==> src/nts_api_pkg.sv <==
// API map assumes one 32-bit read port with no wait states; writes are ignored by every block
`default_nettype none

package nts_api_pkg;

  // --------------------------------------------------------------------------
  // API widths and block selects
  // --------------------------------------------------------------------------
  localparam int API_ADDR_W = 12;
  localparam int API_DATA_W = 32;
  localparam int API_REG_W  = 8;
  localparam int API_BLK_W  = API_ADDR_W - API_REG_W; // Select from address bits 11..8

  localparam logic [API_BLK_W-1:0] BLK_ENGINE = 4'd0;
  localparam logic [API_BLK_W-1:0] BLK_DEBUG  = 4'd1;

  // Engine identity block
  localparam logic [API_REG_W-1:0]  REG_NAME0    = 8'h00;
  localparam logic [API_REG_W-1:0]  REG_NAME1    = 8'h01;
  localparam logic [API_REG_W-1:0]  REG_VERSION  = 8'h02;
  localparam logic [API_REG_W-1:0]  REG_CTRL     = 8'h08;
  localparam logic [API_DATA_W-1:0] CORE_NAME0   = 32'h4e54_535f; // "NTS_"
  localparam logic [API_DATA_W-1:0] CORE_NAME1   = 32'h454e_474e; // "ENGN"
  localparam logic [API_DATA_W-1:0] CORE_VERSION = 32'h302e_3031; // "0.01"
  localparam logic [API_DATA_W-1:0] CTRL_VALUE   = 32'h0000_0001;

  // --------------------------------------------------------------------------
  // Debug statistics block
  // --------------------------------------------------------------------------
  localparam logic [API_REG_W-1:0] DBG_PROCESSED  = 8'h00; // Upper half, snapshot at +1
  localparam logic [API_REG_W-1:0] DBG_BAD_COOKIE = 8'h02;
  localparam logic [API_REG_W-1:0] DBG_BAD_AUTH   = 8'h04;
  localparam logic [API_REG_W-1:0] DBG_BAD_KEYID  = 8'h06;
  localparam logic [API_REG_W-1:0] DBG_NAME       = 8'h08;
  localparam logic [API_REG_W-1:0] DBG_SYSTICK    = 8'h09;
  localparam logic [API_REG_W-1:0] DBG_ERR_CRYPTO = 8'h20;
  localparam logic [API_REG_W-1:0] DBG_ERR_TXBUF  = 8'h22;

  localparam logic [API_DATA_W-1:0] DEBUG_NAME    = 32'h4442_5547; // "DBUG"
  localparam logic [API_DATA_W-1:0] SYSTICK_RESET = 32'h0000_0001;

  // Counter offsets, same order as stat_events_t
  localparam int STAT_N = 6;
  localparam logic [API_REG_W-1:0] DBG_CNT_OFS [STAT_N] = '{
    DBG_PROCESSED, DBG_BAD_COOKIE, DBG_BAD_AUTH,
    DBG_BAD_KEYID, DBG_ERR_CRYPTO, DBG_ERR_TXBUF
  };

  typedef struct packed {
    logic                  cs;
    logic                  we;
    logic [API_ADDR_W-1:0] address;
    logic [API_DATA_W-1:0] write_data;
  } api_req_t;

  typedef struct packed {
    logic                  we;
    logic [API_REG_W-1:0]  address;
    logic [API_DATA_W-1:0] write_data;
  } api_bus_t;

  // One-cycle event pulses
  typedef struct packed {
    logic processed;
    logic bad_cookie;
    logic bad_auth;
    logic bad_keyid;
    logic err_crypto;
    logic err_txbuf;
  } stat_events_t;

endpackage

`default_nettype wire

==> src/nts_txbuf_pkg.sv <==
// Header placement assumes the timestamp block index never pushes the upper address past 8 bits
`default_nettype none

package nts_txbuf_pkg;

  // --------------------------------------------------------------------------
  // Transmit buffer address space
  // --------------------------------------------------------------------------
  localparam int TXBUF_ADDR_W = 8;  // Upper word address
  localparam int TXBUF_LO_W   = 3;  // Byte lane inside a 64-bit word
  localparam int TS_BLOCK_W   = 3;

  // NTP header position behind the IP and UDP headers
  localparam logic [TXBUF_ADDR_W-1:0] IPV4_HDR_HI_BASE = 8'd5;
  localparam logic [TXBUF_LO_W-1:0]   IPV4_HDR_LO      = 3'd2;
  localparam logic [TXBUF_ADDR_W-1:0] IPV6_HDR_HI_BASE = 8'd7;
  localparam logic [TXBUF_LO_W-1:0]   IPV6_HDR_LO      = 3'd6;

  typedef struct packed {
    logic                    write_en;
    logic [63:0]             write_data;
    logic                    address_internal; // 1 means buffer tracks its own address
    logic [TXBUF_ADDR_W-1:0] address_hi;
    logic [TXBUF_LO_W-1:0]   address_lo;
  } txbuf_wr_t;

  typedef struct packed {
    logic                  wr_en;
    logic [TS_BLOCK_W-1:0] block;
    logic [63:0]           data;
  } ts_hdr_wr_t;

endpackage

`default_nettype wire

==> src/nts_api_decode.sv <==
// Read data is combinational and valid in the cycle of the request; unknown blocks read zero
`default_nettype none
`timescale 1ns/1ps

module nts_api_decode
  import nts_api_pkg::*;
(
  input  api_req_t              i_api,
  output api_bus_t              o_bus,
  output logic                  o_cs_debug,
  input  logic [API_DATA_W-1:0] i_debug_rdata,
  output logic [API_DATA_W-1:0] o_api_read_data
);

  logic [API_BLK_W-1:0]  blk_sel;
  logic [API_REG_W-1:0]  reg_addr;
  logic                  rd_cycle;
  logic [API_DATA_W-1:0] engine_rdata;

  assign blk_sel  = i_api.address[API_ADDR_W-1:API_REG_W];
  assign reg_addr = i_api.address[API_REG_W-1:0];
  assign rd_cycle = i_api.cs && !i_api.we;

  // Shared bus towards the blocks
  assign o_bus.we         = i_api.we;
  assign o_bus.address    = reg_addr;
  assign o_bus.write_data = i_api.write_data;
  assign o_cs_debug       = i_api.cs && (blk_sel == BLK_DEBUG);

  // --------------------------------------------------------------------------
  // Engine identity table
  // --------------------------------------------------------------------------
  always_comb
  begin
    case (reg_addr)
      REG_NAME0:   engine_rdata = CORE_NAME0;
      REG_NAME1:   engine_rdata = CORE_NAME1;
      REG_VERSION: engine_rdata = CORE_VERSION;
      REG_CTRL:    engine_rdata = CTRL_VALUE;
      default:     engine_rdata = '0; // Unmapped
    endcase
  end

  // Read data merge, zero on writes and idle cycles
  always_comb
  begin
    o_api_read_data = '0;
    if (rd_cycle)
    begin
      case (blk_sel)
        BLK_ENGINE: o_api_read_data = engine_rdata;
        BLK_DEBUG:  o_api_read_data = i_debug_rdata;
        default:    o_api_read_data = '0;
      endcase
    end
  end

endmodule

`default_nettype wire

==> src/nts_debug_regs.sv <==
// Reading a counter's upper half takes the snapshot, so read offset then offset+1 for 64 bits
`default_nettype none
`timescale 1ns/1ps

module nts_debug_regs
  import nts_api_pkg::*;
(
  input  logic                  i_clk,
  input  logic                  i_areset,
  input  api_bus_t              i_bus,
  input  logic                  i_cs,
  input  stat_events_t          i_events,
  output logic [API_DATA_W-1:0] o_read_data
);

  logic [STAT_N-1:0] ev_vec;
  logic [STAT_N-1:0] snap_strobe;
  logic [63:0]       count [STAT_N];
  logic [31:0]       snap_lo [STAT_N];
  logic [31:0]       systick_reg;
  logic              rd_cycle;

  // First struct field lands in the top bit
  assign ev_vec   = i_events;
  assign rd_cycle = i_cs && !i_bus.we;

  // --------------------------------------------------------------------------
  // Event counters
  // --------------------------------------------------------------------------
  for (genvar k = 0; k < STAT_N; k++)
  begin : g_cnt
    nts_stat_counter u_cnt (
      .i_clk     (i_clk),
      .i_areset  (i_areset),
      .i_event   (ev_vec[STAT_N-1-k]),
      .i_snap    (snap_strobe[k]),
      .o_count   (count[k]),
      .o_snap_lo (snap_lo[k])
    );
  end

  // Free-running tick
  always_ff @(posedge i_clk or posedge i_areset)
  begin
    if (i_areset)
      systick_reg <= SYSTICK_RESET;
    else
      systick_reg <= systick_reg + 32'd1;
  end

  // --------------------------------------------------------------------------
  // Read decode
  // --------------------------------------------------------------------------
  always_comb
  begin
    o_read_data = '0;
    snap_strobe = '0;
    if (rd_cycle)
    begin
      if (i_bus.address == DBG_NAME)
        o_read_data = DEBUG_NAME;
      if (i_bus.address == DBG_SYSTICK)
        o_read_data = systick_reg;
      for (int k = 0; k < STAT_N; k++)
      begin
        if (i_bus.address == DBG_CNT_OFS[k])
        begin
          o_read_data    = count[k][63:32];
          snap_strobe[k] = 1'b1; // Freeze lower half for the next read
        end
        if (i_bus.address == DBG_CNT_OFS[k] + 8'd1)
          o_read_data = snap_lo[k];
      end
    end
  end

endmodule

`default_nettype wire

==> src/nts_engine.sv <==
// Glue layer only; statistics, parser and timestamp writes come in as ports, no back-pressure
`default_nettype none
`timescale 1ns/1ps

module nts_engine
  import nts_api_pkg::*, nts_txbuf_pkg::*;
(
  input  logic                  i_clk,
  input  logic                  i_areset,
  input  api_req_t              i_api,
  output logic [API_DATA_W-1:0] o_api_read_data,
  input  stat_events_t          i_events,
  input  txbuf_wr_t             i_parser_wr,
  input  ts_hdr_wr_t            i_ts_wr,
  input  logic                  i_sel_ipv4,
  input  logic                  i_sel_ipv6,
  output txbuf_wr_t             o_txbuf_wr
);

  api_bus_t              api_bus;
  logic                  cs_debug;
  logic [API_DATA_W-1:0] debug_rdata;

  nts_api_decode u_api (
    .i_api           (i_api),
    .o_bus           (api_bus),
    .o_cs_debug      (cs_debug),
    .i_debug_rdata   (debug_rdata),
    .o_api_read_data (o_api_read_data)
  );

  nts_debug_regs u_debug (
    .i_clk       (i_clk),
    .i_areset    (i_areset),
    .i_bus       (api_bus),
    .i_cs        (cs_debug),
    .i_events    (i_events),
    .o_read_data (debug_rdata)
  );

  nts_tx_write_mux u_txmux (
    .i_parser_wr (i_parser_wr),
    .i_ts_wr     (i_ts_wr),
    .i_sel_ipv4  (i_sel_ipv4),
    .i_sel_ipv6  (i_sel_ipv6),
    .o_txbuf_wr  (o_txbuf_wr)
  );

endmodule

`default_nettype wire

==> src/nts_stat_counter.sv <==
// Counter wraps silently at 2^64; snapshot takes the lower half as it stands before this edge
`default_nettype none
`timescale 1ns/1ps

module nts_stat_counter (
  input  logic        i_clk,
  input  logic        i_areset,
  input  logic        i_event,
  input  logic        i_snap,
  output logic [63:0] o_count,
  output logic [31:0] o_snap_lo
);

  logic [63:0] count_reg;
  logic [31:0] snap_reg;

  always_ff @(posedge i_clk or posedge i_areset)
  begin
    if (i_areset)
    begin
      count_reg <= '0;
      snap_reg  <= '0;
    end
    else
    begin
      if (i_event)
        count_reg <= count_reg + 64'd1;
      if (i_snap)
        snap_reg <= count_reg[31:0]; // Pairs with the upper half read now
    end
  end

  assign o_count   = count_reg;
  assign o_snap_lo = snap_reg;

endmodule

`default_nettype wire

==> src/nts_tx_write_mux.sv <==
// Parser address fields are ignored; the parser path always uses the buffer's internal address
`default_nettype none
`timescale 1ns/1ps

module nts_tx_write_mux
  import nts_txbuf_pkg::*;
(
  input  txbuf_wr_t  i_parser_wr,
  input  ts_hdr_wr_t i_ts_wr,
  input  logic       i_sel_ipv4,
  input  logic       i_sel_ipv6,
  output txbuf_wr_t  o_txbuf_wr
);

  logic [TXBUF_ADDR_W-1:0] block_ext;

  assign block_ext = {{(TXBUF_ADDR_W-TS_BLOCK_W){1'b0}}, i_ts_wr.block};

  always_comb
  begin
    // Parser write when neither or both selects are up
    o_txbuf_wr.write_en         = i_parser_wr.write_en;
    o_txbuf_wr.write_data       = i_parser_wr.write_data;
    o_txbuf_wr.address_internal = 1'b1;
    o_txbuf_wr.address_hi       = '0;
    o_txbuf_wr.address_lo       = '0;

    case ({i_sel_ipv6, i_sel_ipv4})
      2'b01:
      begin
        o_txbuf_wr.write_en         = i_ts_wr.wr_en;
        o_txbuf_wr.write_data       = i_ts_wr.data;
        o_txbuf_wr.address_internal = 1'b0;
        o_txbuf_wr.address_hi       = block_ext + IPV4_HDR_HI_BASE;
        o_txbuf_wr.address_lo       = IPV4_HDR_LO;
      end
      2'b10:
      begin
        o_txbuf_wr.write_en         = i_ts_wr.wr_en;
        o_txbuf_wr.write_data       = i_ts_wr.data;
        o_txbuf_wr.address_internal = 1'b0;
        o_txbuf_wr.address_hi       = block_ext + IPV6_HDR_HI_BASE; // Longer IPv6 header
        o_txbuf_wr.address_lo       = IPV6_HDR_LO;
      end
      default: ;
    endcase
  end

endmodule

`default_nettype wire

==> config.mk <==
export PLATFORM = sky130hd
export DESIGN_NAME = nts_engine
export DESIGN_NICKNAME = d
export VERILOG_FILES = /design/src/nts_api_pkg.sv /design/src/nts_txbuf_pkg.sv /design/src/nts_api_decode.sv /design/src/nts_debug_regs.sv /design/src/nts_engine.sv /design/src/nts_stat_counter.sv /design/src/nts_tx_write_mux.sv
export SDC_FILE = /design/constraint.sdc
export NUM_CORES = 2
export LEC_CHECK = 0
export ABC_AREA = 1
export BUFFER_PORTS_ARGS = -buffer_cell sky130_fd_sc_hd__buf_2
export CELL_PAD_IN_SITES_DETAIL_PLACEMENT = 0
export CELL_PAD_IN_SITES_GLOBAL_PLACEMENT = 1
export CORE_AREA = 4 4 311 313
export CTS_CLUSTER_SIZE = 10
export DETAILED_ROUTE_END_ITERATION = 12
export DIE_AREA = 0 0 315 317
export PLACE_DENSITY_LB_ADDON = 0.3
export RECOVER_POWER = 100
export REMOVE_ABC_BUFFERS = 1
export SLEW_MARGIN = 20
export SYNTH_ARGS = -nofsm -noshare
export SYNTH_HDL_FRONTEND = slang
export SYNTH_SLANG_ARGS = --single-unit
==> constraint.sdc <==
create_clock -name i_clk -period 17.25 [get_ports i_clk]
set_clock_uncertainty 0.2 [all_clocks]
set_input_delay 1.725 -clock i_clk [delete_from_list [all_inputs] [get_ports i_clk]]
set_output_delay 1.725 -clock i_clk [all_outputs]
set_load 0.005 [all_outputs]
* Yosys cells after proc, flatten, opt, wreduce, memory -nomap -nowiden
Index checks and enable logic that the tools add are counted. Widths: inputs -> output; s select.
Cells by class: eq/ne operators 16, multiplexer cells 26, add/subtract/negate cells 9, reductions and logical operators 6
Operator list (count):
- $mux 32 | 15
- $add 64x1->64 const B | 6
- $pmux 77 s2 | 1
- $pmux 31 s4 | 1
- $pmux 32 s2 | 1
- $add 32x1->32 const B | 1
- $eq 8x3->1 const B | 4
- $eq 8x6->1 const B | 4
- $mux 31 | 1
- $eq 8x2->1 const B | 2
- $eq 8x4->1 const B | 2
- $add 3x3->4 const B | 2
- $eq 8x1->1 const B | 1
- $logic_not 8->1 | 1
- $mux 1 | 6
- $mux 6 | 1
- $eq 4x1->1 const B | 1
- $logic_not 4->1 | 1
- $logic_and 1x1->1 | 3
- $eq 2x1->1 const B | 1
- $eq 2x2->1 const B | 1
- $logic_not 1->1 | 1
Word-level totals: register bits after elaboration 608, word-level logic and storage cells 70

* Depth between registers and ports, before layout
word-level depth 18, gate-level depth with buffers 16, depth with buffers taken out 15

* Hierarchy
A second synthesis with hierarchy kept.
Second synthesis, totals: cells, all modules 4738, area, all modules 36615.1 µm²
Modules (own cells, without submodules):
- nts_stat_counter | cells an instance 564, area an instance 4902.2 µm², instances 6
- nts_debug_regs | cells an instance 963, area an instance 5273.8 µm², instances 1
- nts_tx_write_mux | cells an instance 245, area an instance 1139.8 µm², instances 1
- nts_api_decode | cells an instance 146, area an instance 788.3 µm², instances 1

* Worst setup path after synthesis
Ideal clock, no wire load.
path kind input -> output, from in i_api[43] (netlist name), to out o_api_read_data[10], cell stages on the path 9, buffers on the path 2, setup slack 12.105 ns, arrival time 3.220 ns, cells stage by stage nor2_1 -> nand4_1 -> nor2_1 -> clkbuf_1 -> clkbuf_1 -> o21ai_0 -> inv_1 -> nand2_1 -> a21oi_1
On the way: word-level cells in the longest chain between the ends 6, elaborated cells between the ends (all ways) 7, those cells by class 1 x eq/ne; 3 x mux; 3 x reduce/logical
Ends and longest elaborated chain:
- start, declared | line nts_engine.sv:10 | input api_req_t i_api,
- $eq 4x1->1 | line nts_api_decode.sv:28, nts_api_decode.sv:50
- $logic_and 1x1->1 | line nts_api_decode.sv:28 | assign o_cs_debug = i_api.cs && (blk_sel == BLK_DEBUG);
- $logic_and 1x1->1 | line nts_debug_regs.sv:25 | assign rd_cycle = i_cs && !i_bus.we;
- $mux 32 | line nts_debug_regs.sv:58 | if (rd_cycle)
- $pmux 32 s2 * | line nts_api_decode.sv:50 | case (blk_sel)
- $mux 32 * | line nts_api_decode.sv:48 | if (rd_cycle)
- end, declared | line nts_engine.sv:11 | output logic [API_DATA_W-1:0] o_api_read_data,
Every way passes the cells marked *; elsewhere a longest branch is shown, timed or not.

==> impl_metrics.csv <==
group,metric,value,unit
placement,hpwl,81660,microns
worst_setup_path,cp-startpoint,"i_areset",
global_routing,grt_pass1_wl,160600,microns
status,outcome,"finished, violations left",
global_routing,grt_start_max_net_pins,165,
worst_setup_path,crit_path_cell_trace,"clkbuf_1 -> clkinvlp_2 -> buf_12 -> buf_12 -> clkbuf_1",
synthesis,synthDistinctLibCells,55,
cells_and_area,fillers,9917,
cells_and_area,drive_above_1_share,9.605,%
placement,gp_congestion,0.9154,
worst_setup_path,critPathCaptureType,"async pin",
sta,relSlewSlack,-285.7,%
clocking,root_buffer,"clkbuf_16",
worst_setup_path,crit_path_end,"u_debug.g_cnt[0].u_cnt.o_count[56]",
synthesis,ys_ff_latch,608,
sta,hold_viol,0,
synthesis,ys_seq_area_share,46.61,%
floorplanning,ios,310,
worst_setup_path,arrival,9040,ps
hold_path,hold_class,"flop to flop",
cells_and_area,ff_latch_area,15220,sq um
global_routing,overflow,0,
routing,drt_first_pass_iters,6,
worst_setup_path,criticalPathCategory,"input port to async pin",
clocking,clock_path_buffers,3,
floorplanning,die_w,315,microns
global_routing,grt.total_usage,20.87,%
worst_setup_path,cp_max_fo,164,
sta,layout_min_cycle_time,9375,ps
worst_setup_path,regToRegSetupSlack,13440,ps
floorplanning,rows,113,
sta,grt_setup_unrepaired,"no",
worst_setup_path,worstRegToRegCells,14,
cells_and_area,final_common_cell,"nand2_1",
clocking,cts_tree,"done",
routing,vias,26823,
pwr,ir_drop,0.00006355,V
sta,worst_pin_slew,5754,ps
sta,max_freq,106.7,MHz
synthesis,syn-instance-count,3957,
sta,setup-tns-final,0,ps
global_routing,grt_pass1_vias,25788,
cells_and_area,largest_reg_flops,384,
floorplanning,start_util,34.61,%
pwr,p_total,3339,uW
worst_setup_path,slowest_delay,3150,ps
routing,drcViolationCount,0,
clocking,cts_setup_buffers,0,
floorplanning,core_area,94300,sq um
routing,finalWirelength,106300,microns
clocking,cts.sinks,608,
worst_setup_path,crit_required,16910,ps
routing,postRouteAntennaNets,0,
sta,whs,265.1,ps
clocking,holdBufCountCts,0,
synthesis,async_flop_share,100.0,%
worst_setup_path,reg2reg_to,"u_debug.g_cnt[3].u_cnt.o_count[60]",
synthesis,synth_edf_count,0,
routing,drt_iter0_markers,1956,
clocking,cts_buffers,75,
clocking,cts_max_level,3,
cells_and_area,area_growth,13.12,%
synthesis,ys.flop_type,"dfrtp_1",
pwr,powerDensity,90.44,nW/um^2
clocking,clock_latency,620,ps
status,violations,"capacitance limit, slew limit",
global_routing,antenna_found_initial,8,
worst_setup_path,critPathLaunchType,"input port",
cells_and_area,nets,4422,
clocking,cts_resized,0,
worst_setup_path,critPathSlowestCell,"clkinvlp_2",
sta,setup_viol_count_final,0,
worst_setup_path,r2r-start,"u_debug.g_cnt[3].u_cnt.o_count[0]",
floorplanning,die_y,317,microns
placement,io_buffers,260,
run,cap_violations,14,
synthesis,avgSynthCellArea,8.249,sq um
cells_and_area,final_cell_mix,"965 x nand2_1, 607 x dfrtp_1, 472 x inv_1",
cells_and_area,multi_input_area,14720,sq um
routing,wl_per_cell,19.27,microns
pwr,leakage,0.01807,uW
sta,slew_violations,792,
routing,post_drt_via_cell_ratio,4.863,
floorplanning,die-area,99860,sq um
synthesis,yosys_warnings,0,
clocking,cts.clk_slew.worst_paths,50,ps
synthesis,synthesis.area,32640,sq um
sta,fin_crit_sh,54.35,%
-- power by group --
part | switching (uW) | internal, uW | total [uW]
clock network | 615 | 877 | 1490
logic | 179 | 94.7 | 274
registers | 82.1 | 1490 | 1570
-- logic make-up after synthesis --
group           share of synthesized area, %
simple gates                           26.99
flops                                  46.61
buf+inv                                6.938
compound gates                         6.432
xor+xnor                               10.71
mux                                    1.863
fa+ha+maj                             0.4446
other cells                          0.01149
-- cell type report --
type / count / share of cell area, %
Sequential cell: 608 / 41.21
Multi-Input combinational cell: 2762 / 39.85
Clock buffer: 107 / 5.848
Inverter: 477 / 4.852
Tap cell: 1265 / 4.286
Timing Repair Buffer: 286 / 3.663
Clock inverter: 8 / 0.2677
Antenna cell: 3 / 0.02033
-- synthesized netlist by cell type, types with 13 or more instances --
cell type | number | share of area (%)
dfrtp_1 | 607 | 47
nor4_1 | 41 | 0.79
inv_1 | 471 | 5.4
nand2_1 | 956 | 11
xor2_1 | 308 | 8.3
nand4_1 | 146 | 2.8
nor2_2 | 35 | 0.67
xnor2_1 | 91 | 2.4
or2_2 | 48 | 0.92
o21ai_0 | 242 | 3.7
nor2_1 | 282 | 3.2
a21oi_1 | 137 | 2.1
clkbuf_1 | 89 | 1.0
nor3_1 | 141 | 2.2
nand3_2 | 13 | 0.40
nor3_2 | 14 | 0.43
nor2_4 | 20 | 0.69
nand2_2 | 17 | 0.33
nand3_1 | 130 | 2.0
buf_2 | 16 | 0.25
mux2_2 | 54 | 1.9
-- how the worst min path moves through the flow --
stage | startpoint | endpoint | slack, ps | cells after the start
2_1_floorplan | u_debug.systick_reg[0] | u_debug.systick_reg[0] | 230 | 1
5_1_grt | u_debug.g_cnt[2].u_cnt.o_count[30] | u_debug.g_cnt[2].u_cnt.o_count[30] | 280 | 1
4_1_cts | u_debug.g_cnt[3].u_cnt.o_snap_lo[5] | u_debug.g_cnt[3].u_cnt.o_snap_lo[5] | 270 | 2
6_report | u_debug.g_cnt[3].u_cnt.o_snap_lo[5] | u_debug.g_cnt[3].u_cnt.o_snap_lo[5] | 270 | 2
3_5_place_dp | u_debug.g_cnt[3].u_cnt.o_snap_lo[5] | u_debug.g_cnt[3].u_cnt.o_snap_lo[5] | 250 | 2
3_3_place_gp | u_debug.systick_reg[0] | u_debug.systick_reg[0] | 250 | 1
-- metrics by stage --
step                      cells  setup slack (ps)  area, sq um  utilization (%)
after floorplan            3847             -1695        32180                -
after global placement     5397              9627        35330            37.46
after detailed placement   5397              9572        35330            37.46
after CTS                  5512              9596        37580            39.85
after global routing       5513              5970        36920            39.15
final                      5516              7875        36930            39.16
-- worst max-delay path: cells and delay by family --
kind	cells	cell delay [ps]
buffers and inverters	5	7070
-- layer usage --
metal	track usage (%)	up-vias	part of all wire [%]
li1	-	13224	-
met1	31.01	12877	48
met2	31.81	581	45
met3	3.154	131	4.7
met4	5.381	10	2.4
met5	0	-	0.049
No activity file was read; power rests on OpenSTA's default activity.
